`src/hdl/fp16_pkg.sv`:
```
// IEEE half precision format only; infinity and NaN encodings are never produced or decoded here
package fp16_pkg;

    localparam int FP16_W      = 16;
    localparam int FP16_EXP_W  = 5;
    localparam int FP16_FRAC_W = 10;
    localparam int FP16_MANT_W = FP16_FRAC_W + 1;  // with hidden bit
    localparam int FP16_BIAS   = 15;
    localparam int FP16_EMIN   = -14;              // subnormals and smallest normal

    // raw word and field view of the same 16 bits
    typedef union packed {
        logic [FP16_W-1:0] raw;
        struct packed {
            logic                   sign;
            logic [FP16_EXP_W-1:0]  exp;
            logic [FP16_FRAC_W-1:0] frac;
        } f;
    } fp16_word_u;

endpackage

```
`src/hdl/fma_row_pkg.sv`:
```
// widths of the FMA row datapath; the window layout assumes FP16 operands and no overflow
package fma_row_pkg;

    localparam int FMA_LANES = 4;        // lanes sharing one a operand

    // signed unbiased exponent, covers product exponent sums and shifts
    localparam int EXP_W = 7;

    localparam int PROD_W       = 2 * fp16_pkg::FP16_MANT_W;         // 22
    localparam int BOOTH_DIGITS = (fp16_pkg::FP16_MANT_W + 2) / 2;   // radix-4 digits, 6

    // sum window, product sits at a fixed position inside it
    localparam int ALIGN_W        = 40;
    localparam int DOMINANT_SHIFT = 13;  // larger gap: product only feeds sticky

    // lsb of the product in the window; c at gap DOMINANT_SHIFT reaches the top bit
    localparam int PROD_LSB = ALIGN_W - fp16_pkg::FP16_MANT_W - DOMINANT_SHIFT
                              - fp16_pkg::FP16_FRAC_W;

    // adder width: one carry bit on top, one sticky bit below the window
    localparam int SUM_W       = ALIGN_W + 2;
    localparam int SUM_SHIFT_W = $clog2(SUM_W);

endpackage

```
`src/hdl/addend_aligner.sv`:
```
// aligns the addend against the a*b product in a fixed window; no infinity or NaN handling
`timescale 1ns/1ps

module addend_aligner (
    input  logic                                 sign_a,
    input  logic                                 sign_b,
    input  logic                                 sign_c,
    input  logic signed [fma_row_pkg::EXP_W-1:0] exp_a,
    input  logic signed [fma_row_pkg::EXP_W-1:0] exp_b,
    input  logic signed [fma_row_pkg::EXP_W-1:0] exp_c,
    input  logic [fp16_pkg::FP16_MANT_W-1:0]     mant_c,
    output logic                                 sign_ab,
    output logic                                 eff_sub,
    output logic signed [fma_row_pkg::EXP_W-1:0] exp_ab,
    output logic [fma_row_pkg::ALIGN_W-1:0]      aligned_c,
    output logic                                 c_sticky,
    output logic                                 c_dominant
);
    import fp16_pkg::*;
    import fma_row_pkg::*;

    logic signed [EXP_W-1:0]     exp_prod;  // exponent of a*b
    logic signed [EXP_W-1:0]     gap;
    logic signed [EXP_W-1:0]     pos;   // window bit of the addend lsb
    logic [EXP_W-1:0]            rsh;
    logic [2*FP16_MANT_W-1:0]    tail;

    assign sign_ab  = sign_a ^ sign_b;
    assign eff_sub  = sign_ab ^ sign_c;
    assign exp_prod = exp_a + exp_b;

    assign gap = exp_c - exp_prod;
    assign pos = gap + EXP_W'(PROD_LSB + FP16_FRAC_W);

    assign c_dominant = gap > $signed(EXP_W'(DOMINANT_SHIFT));

    // a pinned addend sits where a gap of DOMINANT_SHIFT would put it
    assign exp_ab = c_dominant ? exp_c - EXP_W'(DOMINANT_SHIFT) : exp_prod;

    always_comb begin
        aligned_c = '0;
        c_sticky  = 1'b0;
        rsh       = '0;
        tail      = '0;
        if (c_dominant) begin
            aligned_c = ALIGN_W'(mant_c) << (ALIGN_W - FP16_MANT_W);  // pinned to the top
        end else if (!pos[EXP_W-1]) begin
            aligned_c = ALIGN_W'(mant_c) << pos;
        end else begin
            // addend falls partly or wholly below the window
            rsh = -pos;
            if (rsh > EXP_W'(FP16_MANT_W)) begin
                rsh = EXP_W'(FP16_MANT_W);
            end
            tail      = {mant_c, {FP16_MANT_W{1'b0}}} >> rsh;
            aligned_c = ALIGN_W'(tail[2*FP16_MANT_W-1:FP16_MANT_W]);
            c_sticky  = |tail[FP16_MANT_W-1:0];  // bits lost off the bottom
        end
    end

endmodule

```
`src/hdl/booth_multiplier.sv`:
```
// unsigned 11x11 mantissa product, exact; combinational with no pipelining inside
`timescale 1ns/1ps

module booth_multiplier (
    input  logic [fp16_pkg::FP16_MANT_W-1:0] mant_a,
    input  logic [fp16_pkg::FP16_MANT_W-1:0] mant_b,
    output logic [fma_row_pkg::PROD_W-1:0]   product
);
    import fp16_pkg::*;
    import fma_row_pkg::*;

    logic [PROD_W-1:0]        pos1, pos2, neg1, neg2;
    logic [FP16_MANT_W+1:0]   b_ext;
    logic [PROD_W-1:0]        pp [BOOTH_DIGITS];
    logic [2*PROD_W-1:0]      l1_lo, l1_hi, l2, l3;

    // one row of full adders, returns {carry, sum}
    function automatic logic [2*PROD_W-1:0] csa(input logic [PROD_W-1:0] x,
                                                input logic [PROD_W-1:0] y,
                                                input logic [PROD_W-1:0] z);
        logic [PROD_W-1:0] s;
        logic [PROD_W-1:0] cy;
        s  = x ^ y ^ z;
        cy = ((x & y) | (y & z) | (x & z)) << 1;
        return {cy, s};
    endfunction

    // multiples of a, two's complement mod 2^PROD_W
    assign pos1 = PROD_W'(mant_a);
    assign pos2 = PROD_W'({mant_a, 1'b0});
    assign neg1 = ~pos1 + 1'b1;
    assign neg2 = ~pos2 + 1'b1;

    assign b_ext = {1'b0, mant_b, 1'b0};  // zero on top keeps b positive

    always_comb begin
        for (int i = 0; i < BOOTH_DIGITS; i++) begin
            case (b_ext[2*i +: 3])
                3'b001, 3'b010: pp[i] = pos1 << (2 * i);
                3'b011:         pp[i] = pos2 << (2 * i);
                3'b100:         pp[i] = neg2 << (2 * i);
                3'b101, 3'b110: pp[i] = neg1 << (2 * i);
                default:        pp[i] = '0;  // 000 and 111
            endcase
        end
    end

    // 6 rows -> 4 -> 3 -> 2
    assign l1_lo = csa(pp[0], pp[1], pp[2]);
    assign l1_hi = csa(pp[3], pp[4], pp[5]);
    assign l2    = csa(l1_lo[PROD_W-1:0], l1_lo[2*PROD_W-1:PROD_W], l1_hi[PROD_W-1:0]);
    assign l3    = csa(l2[PROD_W-1:0], l2[2*PROD_W-1:PROD_W], l1_hi[2*PROD_W-1:PROD_W]);

    // final carry-propagate add, wraps to the positive product
    assign product = l3[PROD_W-1:0] + l3[2*PROD_W-1:PROD_W];

endmodule

```
`src/hdl/fma_row.sv`:
```
// row of FP16 FMA lanes, a*b[i]+c[i], two pipeline stages; inf, NaN and overflow are not handled
`timescale 1ns/1ps

module fma_row (
    input  logic                 clk,
    input  logic                 rst_n,
    input  logic                 in_valid,
    output logic                 in_ready,
    input  fp16_pkg::fp16_word_u a,
    input  fp16_pkg::fp16_word_u b [fma_row_pkg::FMA_LANES],
    input  fp16_pkg::fp16_word_u c [fma_row_pkg::FMA_LANES],
    output logic                 out_valid,
    input  logic                 out_ready,
    output fp16_pkg::fp16_word_u result [fma_row_pkg::FMA_LANES]
);
    import fp16_pkg::*;
    import fma_row_pkg::*;

    logic                     s1_en;       // input transfer
    logic                     s2_adv;      // output register may load
    logic                     s1_valid;

    // shared a operand, decoded once
    logic                     sign_a;
    logic signed [EXP_W-1:0]  exp_a;
    logic [FP16_MANT_W-1:0]   mant_a;

    // stage-1 inputs from the lane datapaths
    logic [PROD_W-1:0]        p1_product  [FMA_LANES];
    logic                     p1_sign_ab  [FMA_LANES];
    logic                     p1_eff_sub  [FMA_LANES];
    logic signed [EXP_W-1:0]  p1_exp_ab   [FMA_LANES];
    logic [ALIGN_W-1:0]       p1_aligned  [FMA_LANES];
    logic                     p1_sticky   [FMA_LANES];
    logic                     p1_dominant [FMA_LANES];

    // stage-1 register
    logic [PROD_W-1:0]        s1_product  [FMA_LANES];
    logic                     s1_sign_ab  [FMA_LANES];
    logic                     s1_eff_sub  [FMA_LANES];
    logic signed [EXP_W-1:0]  s1_exp_ab   [FMA_LANES];
    logic [ALIGN_W-1:0]       s1_aligned  [FMA_LANES];
    logic                     s1_sticky   [FMA_LANES];
    logic                     s1_dominant [FMA_LANES];

    fp16_word_u               rounded     [FMA_LANES];

    function automatic logic [FP16_MANT_W-1:0] mant_of(input fp16_word_u w);
        return {|w.f.exp, w.f.frac};
    endfunction

    // subnormals share the smallest normal exponent
    function automatic logic signed [EXP_W-1:0] exp_of(input fp16_word_u w, input logic hidden);
        return hidden ? EXP_W'(w.f.exp) - EXP_W'(FP16_BIAS) : EXP_W'(FP16_EMIN);
    endfunction

    assign sign_a = a.f.sign;
    assign mant_a = mant_of(a);
    assign exp_a  = exp_of(a, mant_a[FP16_MANT_W-1]);

    // handshake
    assign s2_adv   = ~out_valid | out_ready;
    assign in_ready = ~s1_valid | s2_adv;
    assign s1_en    = in_valid & in_ready;

    generate
        for (genvar i = 0; i < FMA_LANES; i++) begin : g_lane
            logic [FP16_MANT_W-1:0] mant_b, mant_c;

            assign mant_b = mant_of(b[i]);
            assign mant_c = mant_of(c[i]);

            booth_multiplier u_mul (
                .mant_a  (mant_a),
                .mant_b  (mant_b),
                .product (p1_product[i])
            );

            addend_aligner u_align (
                .sign_a     (sign_a),
                .sign_b     (b[i].f.sign),
                .sign_c     (c[i].f.sign),
                .exp_a      (exp_a),
                .exp_b      (exp_of(b[i], mant_b[FP16_MANT_W-1])),
                .exp_c      (exp_of(c[i], mant_c[FP16_MANT_W-1])),
                .mant_c     (mant_c),
                .sign_ab    (p1_sign_ab[i]),
                .eff_sub    (p1_eff_sub[i]),
                .exp_ab     (p1_exp_ab[i]),
                .aligned_c  (p1_aligned[i]),
                .c_sticky   (p1_sticky[i]),
                .c_dominant (p1_dominant[i])
            );

            normalize_round u_round (
                .product    (s1_product[i]),
                .aligned_c  (s1_aligned[i]),
                .c_sticky   (s1_sticky[i]),
                .c_dominant (s1_dominant[i]),
                .eff_sub    (s1_eff_sub[i]),
                .sign_ab    (s1_sign_ab[i]),
                .exp_ab     (s1_exp_ab[i]),
                .result     (rounded[i])
            );
        end
    endgenerate

    always_ff @(posedge clk or negedge rst_n) begin
        if (!rst_n) begin
            s1_valid  <= 1'b0;
            out_valid <= 1'b0;
        end else begin
            if (in_ready) s1_valid <= in_valid;   // empty or draining into stage 2
            if (s2_adv) out_valid <= s1_valid;
        end
    end

    // payload, loads only on a transfer
    always_ff @(posedge clk) begin
        for (int i = 0; i < FMA_LANES; i++) begin
            if (s1_en) begin
                s1_product[i]  <= p1_product[i];
                s1_sign_ab[i]  <= p1_sign_ab[i];
                s1_eff_sub[i]  <= p1_eff_sub[i];
                s1_exp_ab[i]   <= p1_exp_ab[i];
                s1_aligned[i]  <= p1_aligned[i];
                s1_sticky[i]   <= p1_sticky[i];
                s1_dominant[i] <= p1_dominant[i];
            end
            if (s2_adv && s1_valid) result[i] <= rounded[i];  // holds while stalled
        end
    end

endmodule

```
`src/hdl/normalize_round.sv`:
```
// single RNE rounding of the fused sum; subnormal results flush to signed zero, no overflow check
`timescale 1ns/1ps

module normalize_round (
    input  logic [fma_row_pkg::PROD_W-1:0]       product,
    input  logic [fma_row_pkg::ALIGN_W-1:0]      aligned_c,
    input  logic                                 c_sticky,
    input  logic                                 c_dominant,
    input  logic                                 eff_sub,
    input  logic                                 sign_ab,
    input  logic signed [fma_row_pkg::EXP_W-1:0] exp_ab,
    output fp16_pkg::fp16_word_u                 result
);
    import fp16_pkg::*;
    import fma_row_pkg::*;

    logic [SUM_W-1:0]          p_ext;
    logic [SUM_W-1:0]          c_ext;
    logic [SUM_W:0]            sum;
    logic [SUM_W-1:0]          mag;
    logic [SUM_W-1:0]          norm;
    logic                      sum_neg, res_sign, is_zero;
    logic [SUM_SHIFT_W-1:0]    lead, lz, shamt;
    logic signed [EXP_W-1:0]   exp_room;
    logic signed [EXP_W-1:0]   exp_norm;
    logic signed [EXP_W-1:0]   exp_fin;
    logic [FP16_MANT_W-1:0]    mant, mant_rnd;
    logic [FP16_MANT_W:0]      mant_inc;
    logic                      guard, rnd, sticky, round_up;

    // product under the window, or just a sticky bit when c dominates
    assign p_ext = c_dominant ? SUM_W'(|product)
                              : SUM_W'({product, {(PROD_LSB + 1){1'b0}}});
    assign c_ext = {1'b0, aligned_c, c_sticky};

    assign sum = eff_sub ? {1'b0, p_ext} - {1'b0, c_ext}
                         : {1'b0, p_ext} + {1'b0, c_ext};
    assign sum_neg  = sum[SUM_W];  // only on subtraction
    assign mag      = sum_neg ? SUM_W'(-sum) : sum[SUM_W-1:0];
    assign res_sign = sign_ab ^ sum_neg;
    assign is_zero  = ~|mag;       // exact cancellation gives +0

    // leading one position
    always_comb begin
        lead = '0;
        for (int i = 0; i < SUM_W; i++) begin
            if (mag[i]) begin
                lead = SUM_SHIFT_W'(i);
            end
        end
    end
    assign lz = SUM_SHIFT_W'(SUM_W - 1) - lead;

    // left shift that still keeps the exponent at or above EMIN
    assign exp_room = exp_ab + EXP_W'(SUM_W - 2 - PROD_LSB - 2 * FP16_FRAC_W - FP16_EMIN);

    always_comb begin
        if ($signed(EXP_W'(lz)) > exp_room) begin
            shamt    = exp_room[SUM_SHIFT_W-1:0];  // stops at the subnormal exponent
            exp_norm = EXP_W'(FP16_EMIN);
        end else begin
            shamt    = lz;
            exp_norm = exp_room - EXP_W'(lz) + EXP_W'(FP16_EMIN);
        end
    end

    assign norm   = mag << shamt;
    assign mant   = norm[SUM_W-1 -: FP16_MANT_W];
    assign guard  = norm[SUM_W-1-FP16_MANT_W];
    assign rnd    = norm[SUM_W-2-FP16_MANT_W];
    assign sticky = |norm[SUM_W-3-FP16_MANT_W:0];

    // nearest even
    assign round_up = guard & (rnd | sticky | mant[0]);
    assign mant_inc = {1'b0, mant} + {{FP16_MANT_W{1'b0}}, round_up};

    // carry out means 1.0 at the next exponent
    assign mant_rnd = mant_inc[FP16_MANT_W] ? {1'b1, {FP16_FRAC_W{1'b0}}}
                                            : mant_inc[FP16_MANT_W-1:0];
    assign exp_fin  = exp_norm + EXP_W'(mant_inc[FP16_MANT_W]);

    always_comb begin
        result.raw = '0;
        if (!is_zero) begin
            result.f.sign = res_sign;
            if (mant_rnd[FP16_MANT_W-1]) begin
                result.f.exp  = FP16_EXP_W'(exp_fin + EXP_W'(FP16_BIAS));
                result.f.frac = mant_rnd[FP16_FRAC_W-1:0];
            end
            // no hidden bit: below the normal range, leave a signed zero
        end
    end

endmodule

```
`config.mk`:
```
export PLATFORM = sky130hd
export DESIGN_NAME = fma_row
export DESIGN_NICKNAME = d
export VERILOG_FILES = /design/src/hdl/fp16_pkg.sv /design/src/hdl/fma_row_pkg.sv /design/src/hdl/addend_aligner.sv /design/src/hdl/booth_multiplier.sv /design/src/hdl/fma_row.sv /design/src/hdl/normalize_round.sv
export SDC_FILE = /design/constraint.sdc
export NUM_CORES = 2
export LEC_CHECK = 0
export ABC_CLOCK_PERIOD_IN_PS = 24100
export BUFFER_PORTS_ARGS = -buffer_cell sky130_fd_sc_hd__buf_4
export CORE_MARGIN = 2
export CORE_UTILIZATION = 28
export DETAILED_ROUTE_END_ITERATION = 12
export HOLD_SLACK_MARGIN = 0.03
export SLEW_MARGIN = 20
export SYNTH_ARGS = -nofsm -noshare
export SYNTH_HDL_FRONTEND = slang
export SYNTH_HIERARCHICAL = 1
export SYNTH_SLANG_ARGS = --single-unit
```
`constraint.sdc`:
```
create_clock -name clk -period 24.1 [get_ports clk]
set_clock_uncertainty 0.2 [all_clocks]
set_input_delay 4.82 -clock clk [delete_from_list [all_inputs] [get_ports clk]]
set_output_delay 4.82 -clock clk [all_outputs]
set_load 0.02 [all_outputs]
```
==> implementation parameters <==
Parameter                              Value

Synthesis
  Share of synthesized area occupied by flip-flops and latches    11.8%
  Synthesized area divided by synthesized cell count    approximately 7.4 um^2
  Yosys warning count    6
  Fraction of synthesis flops using an asynchronous set or reset pin    0.559%
  Top area cells in the synthesized netlist    edfxtp_1, ha_1, fa_1
  Cell Area, Synth    0.0912 mm^2
  Post-synthesis sequential element count    ~360
  Synthesized-area fraction occupied by xor and xnor cells    under 10%
  Fraction of the mapped netlist area in compound gates    between 30% and 40%
  Post-Synthesis Cells    12300
  Cell taking the most area after synthesis    edfxtp_1
  Synthesized Nets    13100
  Largest family of logic cells by synthesized area    compound AO/OA/AOI/OAI gates
  Number of different library cells in the post-synthesis netlist    170
  Adder-cell share of the synthesized area    11.9%
  Synth Flop Type    edfxtp_1
  Fraction of the mapped netlist area in simple logic gates    between 20% and 30%
  Portion of synthesized cell area occupied by the leading cell type    between 10% and 20%
  Count of flip-flops with a built-in enable after synthesis    356
  Commonest cells in the synthesized netlist    nand2_1, nor2_1, a21oi_1, inv_1, o21ai_0
  Multiplexer area fraction after synthesis    4.67%
  Most frequent cell after synthesis    nand2_1

Layout
  Fraction of layout cells with a size suffix above 1    9.04%
  Final net count    12700
  Area overhead of the layout relative to synthesis    7.23%
  Final instance area    0.0978 mm^2
  Multi-input gate area    0.0743 mm^2
  Sequential Area    approximately 0.011 mm^2
  Total of fill cells in the finished design    34900

GRT
  Initial antenna violation count    54
  Vias in the first global route    88200
  Largest net degree at the start of global routing    75
  Aggregate global-route resource usage    20.5%
  Global-route congestion overflow total    0
  Global-route wire length before repair    ~540000 um

Worst setup path
  Dominant delay contributor by cell family on the critical path    compound AO/OA/AOI/OAI gates
  Depth of the worst register-to-register path    42
  Kind of start point of the critical path    flip-flop
  CP Class    flip-flop to flip-flop
  Type of element capturing the critical path    flip-flop
  Largest fanout on the critical path    34
  Arrival time at the worst endpoint    roughly 15 ns
  Instance count on the critical path    42
  Critical Path Sink    result[14]
  Register-to-register setup slack    roughly 9.7 ns
  Highest-delay cell along the critical path    a2111oi_0
  Capture point of the worst reg-to-reg path    result[14]
  CP required    24.32 ns
  Critical Path Start    s1_dominant[3]
  Number of buffer and inverter instances along the worst setup path    2
  Worst reg2reg startpoint    s1_dominant[3]
  Maximum single-stage delay on the critical path    1.00 ns
  Dominant cell type by count on the critical path    ha_1

STA
  Fmax achieved    69.7 MHz
  Minimum hold slack    ~0.3 ns
  Final Hold Fails    0
  Final Max Slew Viols    0
  Slew at the pin closest to its max-slew limit    roughly 1.2 ns
  Count of endpoints failing setup in the final report    0
  Setup repair after global routing missed its margin    no
  Total negative setup slack    0 ns
  Minimum clock period    14.35 ns
  Slack of the critical path    9.75 ns
  Final period utilization    59.6%
  Tightest slew margin relative to the limit    approximately a fifth

Floorplan
  Total Die Area    ~0.33 mm^2
  Die width    575 um
  Die extent in y    575 um
  Initial Utilization    28.1%
  Area of the core    approximately 0.32 mm^2
  Number of primary I/O pins    roughly 210
  Cell Rows    ~210

Clock network
  CTS Buf Count    49
  Clk Latency, worst-skew pair    between 0.7 and 0.8 ns
  Clock sink count    358
  CTS tree    yes
  Maximum buffer depth of the clock tree    3
  Total number of H-tree levels    2
  Clock transition at the register clock pins on the worst setup and hold paths after CTS    around 0.06 ns
  # Post-CTS Setup Buffers    0
  Hold bufs inserted after CTS    0
  Root buffer cell    clkbuf_16
  Post-cts resize count    0

Place
  Dpl cell area    0.0958 mm^2
  Pre-CTS setup slack    10.16 ns
  Gpl congestion    just under 1
  Post-DP HPWL    280000 um
  Number of port buffers    around 210

Routing
  Sum of routed wire length over all layers    357000 um
  Via density    5.98
  Per-cell routed wire length    approximately 22 um
  Via count    97200
  Number of DRC markers in iteration 0    12100
  Count of unresolved DRC violations after routing    2
  Count of nets left with antenna violations after detail routing    0
  Detailed-routing iteration count for the pre-antenna-repair pass    10

Outcome
  Violations in the final reports    design-rule violations
  Outcome    finished with violations

Min path
  Worst Hold Class    flip-flop to flip-flop

Job
  Reported max-cap violation count    0
-- logic make-up (layout without fill, tap and decap cells) --
| group | Yosys count | after routing |
|---|---|---|
| other | 0 | 34 |
| XOR/XNOR | 737 | 737 |
| buffers and inverters | 1559 | 1188 |
| multiplexers | 369 | 369 |
| adder cells (fa/ha/maj) | 726 | 726 |
| AND/OR/NAND/NOR | 4452 | 4452 |
| AO/OA/AOI/OAI | 4055 | 4055 |
| flip-flops | 358 | 358 |
-- placed cells by master, fill, tap and decap left out, types with 76 or more instances in the layout --
cell      Yosys  routed
nand2_1    1090    1090
nor2_1     1071    1066
a21oi_1     842     840
inv_1       711     710
o21ai_0     647     644
ha_1        482     482
xnor2_1     462     456
nand3_1     362     362
buf_4        46     358
edfxtp_1    356     356
nor3_1      333     332
mux2i_1     248     248
fa_1        236     235
xor2_1      228     225
a31oi_1     221     221
o211ai_1    209     209
nor2b_1     187     187
a22oi_1     173     173
a211oi_1    174     172
nor4_1      169     168
a221oi_1    157     157
nand2b_1    154     154
and3_1      146     146
or3_1       132     132
and2_1      133     131
nand4_1     124     124
a21o_1      118     118
o31ai_1     106     106
o21a_1       98      97
o22ai_1      86      86
mux2_2       76      76
-- flip-flops by register name (all words and copies together) (netlist names) --
signal / count
s1_sign_ab: 4
s1_sticky: 4
s1_eff_sub: 4
result: 64
s1_exp_ab: 28
s1_product: 88
s1_dominant: 4
out_valid: 1
s1_valid: 1
s1_aligned: 160
-- routing by layer --
layer | up-vias | global-route usage, % | part of all wire, %
met5 | - | 0 | 0.020
met4 | 14 | 7.89 | 3.8
met3 | 617 | 2.82 | 8.6
met2 | 4914 | 31.2 | 43
met1 | 46400 | 28.9 | 44
li1 | 45300 | - | -
-- worst min-delay path by stage --
stage	from	end	slack, ns	cells past startpoint
CTS	s1_valid	out_valid	0.30	1
global placement	s1_valid	out_valid	0.28	1
finish	s1_valid	out_valid	0.30	1
detailed placement	s1_valid	out_valid	0.28	1
global route	s1_valid	out_valid	0.34	1
floorplan	s1_valid	out_valid	0.25	1
-- final cells by class --
class,count,share of cell area [%]
inverter,741,2.84
antenna,34,0.0870
sequential,358,11.0
clock buffer,52,1.27
tap,4325,5.53
timing repair buffer,358,2.75
multi-input combinational,10300,76.0
clock inverter,37,0.572
-- per-stage QoR --
stage | utilization (%) | cells
CTS | 30.1 | 16200
floorplan | - | 12300
global placement | 29.6 | 16100
global route | 30.2 | 16200
finish | 30.2 | 16200
detailed placement | 29.6 | 16100
Power is left out: the tool's default activity adds up to more than one toggle a clock period on the data nets, which glitch-free logic cannot reach.
